===== config.mk =====
export PLATFORM = sky130hd
export DESIGN_NAME = ppu_top
export DESIGN_NICKNAME = d
export VERILOG_FILES = /design/src/common/ppu_bus_pkg.sv /design/src/common/ppu_video_pkg.sv /design/src/verilog/ppu_regs.sv /design/src/verilog/ppu_timing.sv /design/src/render/bg_fetcher.sv /design/src/render/pixel_fifo.sv /design/src/verilog/ppu_top.sv
export SDC_FILE = /design/constraint.sdc
export NUM_CORES = 1
export LEC_CHECK = 0
export BUFFER_PORTS_ARGS = -buffer_cell sky130_fd_sc_hd__buf_2
export CORE_MARGIN = 8
export CORE_UTILIZATION = 45
export CTS_CLUSTER_SIZE = 24
export DETAILED_ROUTE_END_ITERATION = 7
export PLACE_DENSITY_LB_ADDON = 0.1
export SYNTH_ARGS = -nofsm -noshare
export SYNTH_HDL_FRONTEND = slang
export SYNTH_SLANG_ARGS = --single-unit
export TNS_END_PERCENT = 5

===== constraint.sdc =====
create_clock -name clk -period 4.16 [get_ports clk]
set_clock_uncertainty 0.15 [all_clocks]
set_input_delay 0.208 -clock clk [delete_from_list [all_inputs] [get_ports clk]]
set_output_delay 0.208 -clock clk [all_outputs]
set_load 0.02 [all_outputs]

===== src/common/ppu_bus_pkg.sv =====
`default_nettype none

package ppu_bus_pkg;

    typedef logic [15:0] addr_t;
    typedef logic [7:0]  byte_t;

    // CPU-visible regions
    localparam addr_t VRAM_BASE = 16'h8000;
    localparam addr_t VRAM_SIZE = 16'h2000;
    localparam addr_t IO_START  = 16'hff40;
    localparam addr_t IO_END    = 16'hff4b;

    localparam addr_t REG_LCDC = 16'hff40;
    localparam addr_t REG_STAT = 16'hff41;
    localparam addr_t REG_SCY  = 16'hff42;
    localparam addr_t REG_SCX  = 16'hff43;
    localparam addr_t REG_LY   = 16'hff44;   // Any write clears the line counter
    localparam addr_t REG_LYC  = 16'hff45;
    localparam addr_t REG_BGP  = 16'hff47;

    // LCDC bit layout, bit 7 first
    typedef struct packed {
        logic display_en;
        logic win_map;        // Read back only
        logic win_en;         // Read back only
        logic tile_data_sel;  // 1 selects the 8000 block
        logic bg_map;
        logic obj_size;       // Read back only
        logic obj_en;         // Read back only
        logic bg_en;
    } lcdc_t;

    // Configuration seen by the render path
    typedef struct packed {
        lcdc_t lcdc;
        byte_t scx;
        byte_t scy;
        byte_t bgp;
    } ppu_cfg_t;

endpackage

`default_nettype wire


===== src/common/ppu_video_pkg.sv =====
`default_nettype none

package ppu_video_pkg;

    typedef logic [7:0] pos_t;
    typedef logic [8:0] dot_t;

    // STAT mode encoding
    typedef enum logic [1:0] {
        HBLANK = 2'b00,
        VBLANK = 2'b01,
        SEARCH = 2'b10,
        DRAW   = 2'b11
    } ppu_mode_e;

    typedef enum logic [3:0] {
        STOPPED,
        START,
        WAIT_MAP,
        READ_MAP,
        WAIT_LO,
        READ_LO,
        WAIT_HI,
        READ_HI,
        HOLD
    } fetch_state_e;

    // One row of a tile, leftmost pixel in bit 7
    typedef struct packed {
        logic [7:0] lo;
        logic [7:0] hi;
    } tile_row_t;

    typedef struct packed {
        pos_t ly;
        logic line_start;  // Pulse at the end of the search period
        logic in_vblank;
    } line_info_t;

    localparam logic [15:0] MAP_BASE_0 = 16'h9800;
    localparam logic [15:0] MAP_BASE_1 = 16'h9c00;

    localparam logic [15:0] DATA_BASE_UNSIGNED = 16'h8000;
    localparam logic [15:0] DATA_BASE_SIGNED   = 16'h9000;  // Index 0 sits mid-block

endpackage

`default_nettype wire


===== src/verilog/ppu_regs.sv =====
`default_nettype none
`timescale 1ns/1ns

module ppu_regs (
    input  wire logic                     clk,
    input  wire logic                     reset,
    input  wire ppu_bus_pkg::addr_t       mem_addr,
    input  wire ppu_bus_pkg::byte_t       mem_data_write,
    input  wire logic                     mem_do_write,
    output ppu_bus_pkg::byte_t            mem_data_read,
    output logic                          mem_data_active,
    output ppu_bus_pkg::addr_t            vram_addr,
    output ppu_bus_pkg::byte_t            vram_data_w,
    input  wire ppu_bus_pkg::byte_t       vram_data_r,
    output logic                          vram_do_write,
    input  wire ppu_bus_pkg::addr_t       fetch_addr,
    input  wire logic                     fetch_busy,
    input  wire ppu_video_pkg::pos_t      ly,
    input  wire ppu_video_pkg::ppu_mode_e mode,
    output ppu_bus_pkg::ppu_cfg_t         cfg,
    output logic                          ly_reset
);
    import ppu_bus_pkg::*;

    byte_t      lyc;
    logic [3:0] stat_ie;      // LYC, OAM, vblank and hblank enables
    logic       in_vram;
    logic       in_io;
    logic       coincidence;

    assign in_vram = mem_addr >= VRAM_BASE && mem_addr < VRAM_BASE + VRAM_SIZE;
    assign in_io = mem_addr >= IO_START && mem_addr <= IO_END;
    assign coincidence = ly == lyc;

    assign mem_data_active = !mem_do_write && (in_vram || in_io);
    assign ly_reset = mem_do_write && mem_addr == REG_LY;

    // Fetcher owns the VRAM port while busy, CPU writes are dropped
    assign vram_addr = fetch_busy ? fetch_addr : mem_addr;
    assign vram_data_w = fetch_busy ? 8'h00 : mem_data_write;
    assign vram_do_write = !fetch_busy && mem_do_write && in_vram;

    always_comb begin
        mem_data_read = 8'hff;
        if (in_vram) begin
            if (!fetch_busy)
                mem_data_read = vram_data_r;
        end else if (in_io) begin
            case (mem_addr)
                REG_LCDC: mem_data_read = cfg.lcdc;
                REG_STAT: mem_data_read = {1'b0, stat_ie, coincidence, mode};
                REG_SCY:  mem_data_read = cfg.scy;
                REG_SCX:  mem_data_read = cfg.scx;
                REG_LY:   mem_data_read = ly;
                REG_LYC:  mem_data_read = lyc;
                REG_BGP:  mem_data_read = cfg.bgp;
                default:  mem_data_read = 8'hff;   // Unmapped IO
            endcase
        end
    end

    always_ff @(posedge clk) begin
        if (reset) begin
            cfg <= '0;
            lyc <= '0;
            stat_ie <= '0;
        end else if (mem_do_write && in_io) begin
            case (mem_addr)
                REG_LCDC: cfg.lcdc <= mem_data_write;
                REG_STAT: stat_ie <= mem_data_write[6:3];  // Low bits are status
                REG_SCY:  cfg.scy <= mem_data_write;
                REG_SCX:  cfg.scx <= mem_data_write;
                REG_LYC:  lyc <= mem_data_write;
                REG_BGP:  cfg.bgp <= mem_data_write;
                default: ;
            endcase
        end
    end

endmodule

`default_nettype wire


===== src/verilog/ppu_timing.sv =====
`default_nettype none
`timescale 1ns/1ns

module ppu_timing #(
    parameter int VISIBLE_H   = 144,
    parameter int LINE_DOTS   = 456,
    parameter int FRAME_LINES = 154,
    parameter int SEARCH_DOTS = 80
) (
    input  wire logic                clk,
    input  wire logic                reset,
    input  wire logic                display_en,
    input  wire logic                ly_reset,
    input  wire logic                drawing,
    output ppu_video_pkg::line_info_t line,
    output ppu_video_pkg::ppu_mode_e  mode,
    output logic                     intreq_vblank
);
    import ppu_video_pkg::*;

    dot_t dot;
    pos_t ly;
    pos_t ly_prev;
    logic line_end;
    logic in_vblank;
    logic line_start;

    assign line_end = dot == dot_t'(LINE_DOTS - 1);
    assign in_vblank = ly >= pos_t'(VISIBLE_H);
    assign line_start = display_en && !in_vblank && dot == dot_t'(SEARCH_DOTS);

    assign line = '{ly: ly, line_start: line_start, in_vblank: in_vblank};

    // Counters freeze while the display is off
    always_ff @(posedge clk) begin
        if (reset) begin
            dot <= '0;
            ly <= '0;
        end else begin
            if (display_en)
                dot <= line_end ? '0 : dot + 1'b1;
            if (ly_reset)
                ly <= '0;
            else if (display_en && line_end)
                ly <= (ly == pos_t'(FRAME_LINES - 1)) ? '0 : ly + 1'b1;
        end
    end

    // Request lands one cycle after LY enters vblank
    always_ff @(posedge clk) begin
        if (reset) begin
            ly_prev <= '0;
            intreq_vblank <= 1'b0;
        end else begin
            ly_prev <= ly;
            intreq_vblank <= ly == pos_t'(VISIBLE_H) && ly_prev != pos_t'(VISIBLE_H);
        end
    end

    always_comb begin
        if (in_vblank)
            mode = VBLANK;
        else if (dot < dot_t'(SEARCH_DOTS))
            mode = SEARCH;
        else if (drawing || line_start)
            mode = DRAW;
        else
            mode = HBLANK;
    end

endmodule

`default_nettype wire


===== src/render/bg_fetcher.sv =====
`default_nettype none
`timescale 1ns/1ns

module bg_fetcher (
    input  wire logic                     clk,
    input  wire logic                     reset,
    input  wire ppu_bus_pkg::ppu_cfg_t    cfg,
    input  wire ppu_video_pkg::line_info_t line,
    input  wire logic                     line_abort,
    input  wire logic                     row_taken,
    input  wire ppu_bus_pkg::byte_t       vram_data_r,
    output ppu_bus_pkg::addr_t            fetch_addr,
    output logic                          fetch_busy,
    output ppu_video_pkg::tile_row_t      row,
    output logic                          row_valid
);
    import ppu_bus_pkg::*;
    import ppu_video_pkg::*;

    fetch_state_e state;
    logic [4:0]   tile_x;    // Map column, wraps at 32
    byte_t        tile_idx;
    byte_t        bg_y;
    addr_t        map_base;
    addr_t        map_addr;

    // Byte address of one plane of a tile row
    function automatic addr_t tile_addr(input logic data_sel, input byte_t idx,
                                        input logic [2:0] fine, input logic plane);
        addr_t offset;
        offset = {{4{idx[7] & ~data_sel}}, idx, fine, plane};
        return (data_sel ? DATA_BASE_UNSIGNED : DATA_BASE_SIGNED) + offset;
    endfunction

    assign bg_y = line.ly + cfg.scy;
    assign map_base = cfg.lcdc.bg_map ? MAP_BASE_1 : MAP_BASE_0;
    assign map_addr = map_base + {6'b0, bg_y[7:3], tile_x};
    assign fetch_busy = state != STOPPED;

    always_ff @(posedge clk) begin
        if (reset) begin
            state <= STOPPED;
            row_valid <= 1'b0;
        end else if (line_abort || !cfg.lcdc.display_en) begin
            state <= STOPPED;
            row_valid <= 1'b0;
        end else begin
            case (state)
                STOPPED:  if (line.line_start) state <= START;
                START:    state <= WAIT_MAP;
                WAIT_MAP: state <= READ_MAP;
                READ_MAP: state <= WAIT_LO;
                WAIT_LO:  state <= READ_LO;
                READ_LO:  state <= WAIT_HI;
                WAIT_HI:  state <= READ_HI;
                READ_HI: begin
                    state <= HOLD;
                    row_valid <= 1'b1;
                end
                HOLD: begin
                    if (row_taken) begin
                        state <= WAIT_MAP;   // Next map address is already out
                        row_valid <= 1'b0;
                    end
                end
                default: state <= STOPPED;
            endcase
        end
    end

    // Address goes out one cycle before its data comes back
    always_ff @(posedge clk) begin
        case (state)
            STOPPED: tile_x <= cfg.scx[7:3];
            START:   fetch_addr <= map_addr;
            READ_MAP: begin
                tile_idx <= vram_data_r;
                fetch_addr <= tile_addr(cfg.lcdc.tile_data_sel, vram_data_r, bg_y[2:0], 1'b0);
            end
            READ_LO: begin
                row.lo <= vram_data_r;
                fetch_addr <= tile_addr(cfg.lcdc.tile_data_sel, tile_idx, bg_y[2:0], 1'b1);
            end
            READ_HI: begin
                row.hi <= vram_data_r;
                tile_x <= tile_x + 1'b1;
            end
            HOLD:    fetch_addr <= map_addr;
            default: ;
        endcase
    end

endmodule

`default_nettype wire


===== src/render/pixel_fifo.sv =====
`default_nettype none
`timescale 1ns/1ns

module pixel_fifo #(
    parameter int VISIBLE_W = 160
) (
    input  wire logic                      clk,
    input  wire logic                      reset,
    input  wire ppu_bus_pkg::ppu_cfg_t     cfg,
    input  wire ppu_video_pkg::line_info_t line,
    input  wire ppu_video_pkg::tile_row_t  row,
    input  wire logic                      row_valid,
    output logic                           row_taken,
    output logic                           line_abort,
    output logic                           drawing,
    output logic                           lcd_write,
    output logic [1:0]                     lcd_col,
    output ppu_video_pkg::pos_t            lcd_x,
    output ppu_video_pkg::pos_t            lcd_y,
    output logic                           lcd_hblank,
    output logic                           lcd_vblank
);
    import ppu_video_pkg::*;

    logic [15:0] sh_lo;    // Next pixel in bit 15
    logic [15:0] sh_hi;
    logic [4:0]  count;    // Queued pixels, 0 to 16
    logic [2:0]  discard;  // Fine scroll pixels still to drop
    pos_t        x;
    logic        line_done;
    logic        shift;
    logic [1:0]  pix;

    assign line_done = x == pos_t'(VISIBLE_W);
    assign row_taken = drawing && !line_done && row_valid && count <= 5'd8;
    assign shift = drawing && !line_done && count > 5'd8;  // Stall below nine
    assign pix = {sh_hi[15], sh_lo[15]};

    always_ff @(posedge clk) begin
        if (reset) begin
            drawing <= 1'b0;
            count <= '0;
            discard <= '0;
            x <= '0;
            line_abort <= 1'b0;
            lcd_write <= 1'b0;
            lcd_hblank <= 1'b0;
            lcd_vblank <= 1'b0;
        end else begin
            line_abort <= 1'b0;
            lcd_write <= 1'b0;
            lcd_hblank <= 1'b0;
            lcd_vblank <= line.in_vblank;
            if (!cfg.lcdc.display_en) begin
                drawing <= 1'b0;
            end else if (line.line_start) begin
                drawing <= 1'b1;
                count <= '0;
                discard <= cfg.scx[2:0];
                x <= '0;
            end else if (drawing && line_done) begin
                drawing <= 1'b0;
                line_abort <= 1'b1;
                lcd_hblank <= 1'b1;
            end else if (row_taken) begin
                count <= count + 5'd8;
            end else if (shift) begin
                count <= count - 5'd1;
                if (discard != 3'd0) begin
                    discard <= discard - 3'd1;
                end else begin
                    lcd_write <= 1'b1;
                    x <= x + 1'b1;
                end
            end
        end
    end

    // New row lands right behind the pixels still queued
    always_ff @(posedge clk) begin
        if (line.line_start) begin
            sh_lo <= '0;
            sh_hi <= '0;
        end else if (row_taken) begin
            sh_lo <= sh_lo | ({row.lo, 8'h00} >> count);
            sh_hi <= sh_hi | ({row.hi, 8'h00} >> count);
        end else if (shift) begin
            sh_lo <= {sh_lo[14:0], 1'b0};
            sh_hi <= {sh_hi[14:0], 1'b0};
            lcd_col <= cfg.lcdc.bg_en ? cfg.bgp[{pix, 1'b0} +: 2] : 2'b00;
            lcd_x <= x;
            lcd_y <= line.ly;
        end
    end

endmodule

`default_nettype wire


===== src/verilog/ppu_top.sv =====
`default_nettype none
`timescale 1ns/1ns

module ppu_top #(
    parameter int VISIBLE_W   = 160,
    parameter int VISIBLE_H   = 144,
    parameter int LINE_DOTS   = 456,
    parameter int FRAME_LINES = 154,
    parameter int SEARCH_DOTS = 80
) (
    input  wire logic                 clk,
    input  wire logic                 reset,
    input  wire ppu_bus_pkg::addr_t   mem_addr,
    input  wire ppu_bus_pkg::byte_t   mem_data_write,
    input  wire logic                 mem_do_write,
    output ppu_bus_pkg::byte_t        mem_data_read,
    output logic                      mem_data_active,
    output ppu_bus_pkg::addr_t        vram_addr,
    output ppu_bus_pkg::byte_t        vram_data_w,
    input  wire ppu_bus_pkg::byte_t   vram_data_r,
    output logic                      vram_do_write,
    output logic                      intreq_vblank,
    output logic                      lcd_hblank,
    output logic                      lcd_vblank,
    output logic                      lcd_write,
    output logic [1:0]                lcd_col,
    output ppu_video_pkg::pos_t       lcd_x,
    output ppu_video_pkg::pos_t       lcd_y
);
    import ppu_bus_pkg::*;
    import ppu_video_pkg::*;

    ppu_cfg_t   cfg;
    line_info_t line;
    ppu_mode_e  mode;
    tile_row_t  row;
    addr_t      fetch_addr;
    logic       fetch_busy;
    logic       ly_reset;
    logic       drawing;
    logic       row_valid;
    logic       row_taken;
    logic       line_abort;

    ppu_regs i_ppu_regs (
        .clk             (clk),
        .reset           (reset),
        .mem_addr        (mem_addr),
        .mem_data_write  (mem_data_write),
        .mem_do_write    (mem_do_write),
        .mem_data_read   (mem_data_read),
        .mem_data_active (mem_data_active),
        .vram_addr       (vram_addr),
        .vram_data_w     (vram_data_w),
        .vram_data_r     (vram_data_r),
        .vram_do_write   (vram_do_write),
        .fetch_addr      (fetch_addr),
        .fetch_busy      (fetch_busy),
        .ly              (line.ly),
        .mode            (mode),
        .cfg             (cfg),
        .ly_reset        (ly_reset)
    );

    ppu_timing #(
        .VISIBLE_H   (VISIBLE_H),
        .LINE_DOTS   (LINE_DOTS),
        .FRAME_LINES (FRAME_LINES),
        .SEARCH_DOTS (SEARCH_DOTS)
    ) i_ppu_timing (
        .clk           (clk),
        .reset         (reset),
        .display_en    (cfg.lcdc.display_en),
        .ly_reset      (ly_reset),
        .drawing       (drawing),
        .line          (line),
        .mode          (mode),
        .intreq_vblank (intreq_vblank)
    );

    bg_fetcher i_bg_fetcher (
        .clk         (clk),
        .reset       (reset),
        .cfg         (cfg),
        .line        (line),
        .line_abort  (line_abort),
        .row_taken   (row_taken),
        .vram_data_r (vram_data_r),
        .fetch_addr  (fetch_addr),
        .fetch_busy  (fetch_busy),
        .row         (row),
        .row_valid   (row_valid)
    );

    pixel_fifo #(
        .VISIBLE_W (VISIBLE_W)
    ) i_pixel_fifo (
        .clk        (clk),
        .reset      (reset),
        .cfg        (cfg),
        .line       (line),
        .row        (row),
        .row_valid  (row_valid),
        .row_taken  (row_taken),
        .line_abort (line_abort),
        .drawing    (drawing),
        .lcd_write  (lcd_write),
        .lcd_col    (lcd_col),
        .lcd_x      (lcd_x),
        .lcd_y      (lcd_y),
        .lcd_hblank (lcd_hblank),
        .lcd_vblank (lcd_vblank)
    );

endmodule

`default_nettype wire


==> run summary <==
Netlist Area Pre-Place -> 0.00952 mm^2
crit end category -> flip-flop
pre-CTS WS -> 1.07 ns
CTS Sinks -> 189
Worst Setup Path Type -> reg2reg
slew of the pin with the lowest slew margin -> 1.01 ns
Die ar. -> 0.0261 mm^2
# diodes -> 0
Hold WC Path Type -> in2reg
H-tree depth -> 4
Max clock buf depth -> 2
Tot Pwr -> 3650 uW
# IOs -> 91
CTS tree -> yes
Residual DRC -> 0
core area -> 0.0209 mm^2
vias per cell -> 5.67
Area Overhead vs Synth -> 14.1%
Initial Util -> 45.6%
number of routed nets with antenna violations -> 0
Worst path max stage delay -> 0.77 ns
Yosys top cell area share -> 26.7%
worst hold slack -> 0.0240 ns
unrepaired setup endpoints after global routing -> no
XOR/XNOR Fraction of Synth Area -> 3.77%
Post-CTS Setup Repair Bufs -> 0
post-synth top area cell -> dfxtp_1
HPWL Detailed -> 19.4 mm
Worst Path Arrival -> 3.28 ns
vias after detailed routing -> 7771
first-pass GRT wire length -> 42.5 mm
CTS root buf -> clkbuf_16
final cell count without fillers -> 1370
Tcrit/Tclk final -> 74.2%
top-count cell post-synth -> nor2_1
fin. max-slew vios -> 0
initial antenna violation count -> 1
most instantiated cells after synthesis -> nor2_1 (128), dfxtp_1 (127), nand2_1 (107)
Post-Syn Instances -> 1005
final setup margin -> 1.07 ns
post-synthesis cell type count -> 81
Layout Nets -> 1138
final wirelength -> 26.8 mm
Critical-path top delay cell -> nand2_1
Synth Register Bits -> 189
Syn Area/Cell -> 9.47 um^2
site row count -> 53
Post-Syn Nets -> 1061
DR WL/cell -> 19.6 um
crit path to -> i_pixel_fifo.count[4]
layout cell share with drive strength beyond 1 -> 17.4%
MaxCap Viol Count -> 0
Simple-Gate Fraction of Synth Area -> 19.8%
status -> complete, no violations
number of global-route vias before repair -> 7536
fillcell total -> 1946
Clock transition at path regs -> 0.07 ns
post-route setup TNS -> 0 ns
register area share after synthesis -> 46.3%
reg2reg setup slack -> 1.07 ns
TritonCTS Buffers -> 17
Ys Warns -> 0
largest family of logic cells by synthesized area -> simple AND/OR/NAND/NOR gates
port buffer count -> 90
final setup violation count -> 0
final hold vios -> 0
Reg2Reg Launch Point -> i_ppu_timing.ly[5]
Rel. slew slack -> 32.8%
Die X -> 161 um
CP Cell Sequence -> o31ai_1 > buf_4 > nand4_1 > nand2_1 > nor3_1 > a31o_2
end of the worst register-to-register path -> i_pixel_fifo.count[4]
Register-to-Register Path Depth -> 6
area occupied by multi-input gates -> 0.00471 mm^2
FF/Latch Area -> 0.00440 mm^2
Post-synth EDFFs -> 62
Critical Path Start -> i_ppu_timing.ly[5]
Final Critical Period -> 3.09 ns
adder-cell area share of the yosys netlist -> 2.84%
Top FF cell, synth -> dfxtp_1
Leakage -> 0.00399 uW
FFs w/ async S/R, synth -> 0%
DR pass1 iterations -> 5
Worst-Skew Late Latency -> 0.44 ns
Achievable Freq -> 324 MHz
peak supply drop -> 0.232 mV
Cell Pwr Density -> 336 mW/mm^2
placed insts -> 1322
Overflow after GRT -> 0
gpl congestion -> 0.893
largest cells by area after synthesis -> dfxtp_1 (27%), edfxtp_1 (20%), nor2_1 (5.0%)
DR iter-0 viols -> 601
multiplexer share of the synthesized area -> 8.52%
Compound-Gate Fraction of Synth Area -> 14.3%
die extent in y -> 161 um
Max FO, Critical Path -> 18
Req. time, crit path -> 4.35 ns
largest net degree at the start of global routing -> 62
crit path launch type -> flip-flop
Tot GR Track Use -> 20.7%
[report_power, final]
part	internal [uW]	total [uW]	switching, uW
sequential	1900	1900	0.00000111
clock	824	1620	797
combinational	47.4	133	85.8
[worst max-delay path, delay by kind of cell (launching register included)]
kind            cells  cell delay [ns]
compound gates      2             0.57
buf+inv             1             0.19
flops               1             0.43
simple gates        3             1.64
[cells in the final DEF, fill, tap and decap left out, drive strengths merged, types with 6 or more instances in the layout]
cell type,netlist,layout
nand2,107,107
nand3,32,32
nor3,21,21
xnor2,17,17
inv,21,29
mux4,6,6
and2,17,17
dfxtp,127,127
xor2,24,24
a221oi,14,14
a21oi,66,66
clkbuf,44,19
mux2i,45,45
a22oi,15,15
buf,21,107
o21ai,69,69
edfxtp,62,62
or3,6,6
ha,20,20
dlygate4sd3,0,16
nor4,9,9
nor2b,14,14
mux2,20,20
nand4,13,13
nor2,128,128
[through the flow]
step	utilization [%]	instance area, um^2
4_1_cts	52.0	10900
3_3_place_gp	48.4	10100
2_1_floorplan	-	9520
3_5_place_dp	48.4	10100
6_report	52.0	10900
5_1_grt	52.0	10900
[per-layer routing]
layer / vias up / wire length, um / track usage [%]
li1: 3749 / - / -
met1: 3793 / 12600 / 28.2
met2: 197 / 12700 / 33.4
met3: 32 / 1020 / 3.31
met4: 0 / 413 / 5.64
met5: - / 0 / 0
[state kept, by name (all words and copies together) (netlist names), 2 cells and up]
signal	flops
i_pixel_fifo.lcd_x	8
i_bg_fetcher.state	4
i_bg_fetcher.tile_idx	8
i_ppu_timing.ly	8
i_pixel_fifo.count	5
i_bg_fetcher.fetch_addr	15
i_bg_fetcher.row	16
i_ppu_regs.lyc	8
i_pixel_fifo.lcd_col	2
i_ppu_timing.dot	9
i_pixel_fifo.x	8
i_pixel_fifo.sh_lo	16
i_ppu_regs.stat_ie	4
i_pixel_fifo.lcd_y	8
i_ppu_regs.cfg	32
i_ppu_timing.ly_prev	8
i_bg_fetcher.tile_x	5
i_pixel_fifo.discard	3
i_pixel_fifo.sh_hi	16
[cell families (layout without fill, tap and decap cells)]
| kind of cell | Yosys count | count (layout) |
|---|---|---|
| adders and majority gates | 21 | 21 |
| xor gates and xnor gates | 41 | 41 |
| other | 2 | 2 |
| DFF | 189 | 189 |
| AOI/OAI and AO/OA | 214 | 214 |
| buffers and inverters | 86 | 176 |
| muxes | 71 | 71 |
| and+or+nand+nor | 381 | 381 |
[worst min path at each step]
| stage | end | slack (ns) | depth (start not counted) | startpoint |
|---|---|---|---|---|
| final | i_ppu_timing.ly[1] | 0.02 | 3 | mem_do_write |
| after global routing | i_ppu_timing.ly[0] | 0.03 | 3 | mem_do_write |
| after CTS | i_ppu_timing.ly[0] | 0.009 | 3 | mem_do_write |
| after detailed placement | i_ppu_regs.stat_ie[1] | 0.30 | 2 | i_ppu_regs.stat_ie[1] |
| after global placement | i_ppu_regs.stat_ie[1] | 0.29 | 2 | i_ppu_regs.stat_ie[1] |
| after floorplan | i_bg_fetcher.row[0] | 0.16 | 0 | vram_data_r[0] |
[repair_timing]
item                                    in CTS  in global routing
endpoints found under the setup margin       0                  0
endpoints found under the hold margin       50                  0
hold buffers                                16                  0
gates resized for setup                      0                  0
[final cells by class]
class | instances | share of cell area, %
tap | 275 | 3.17
timing repair buffer | 123 | 6.80
inverter | 21 | 0.726
sequential | 189 | 40.6
clock inverter | 13 | 1.13
clock buffer | 19 | 4.17
multi-input combinational | 730 | 43.4
Power figures use the tool's default switching activity.
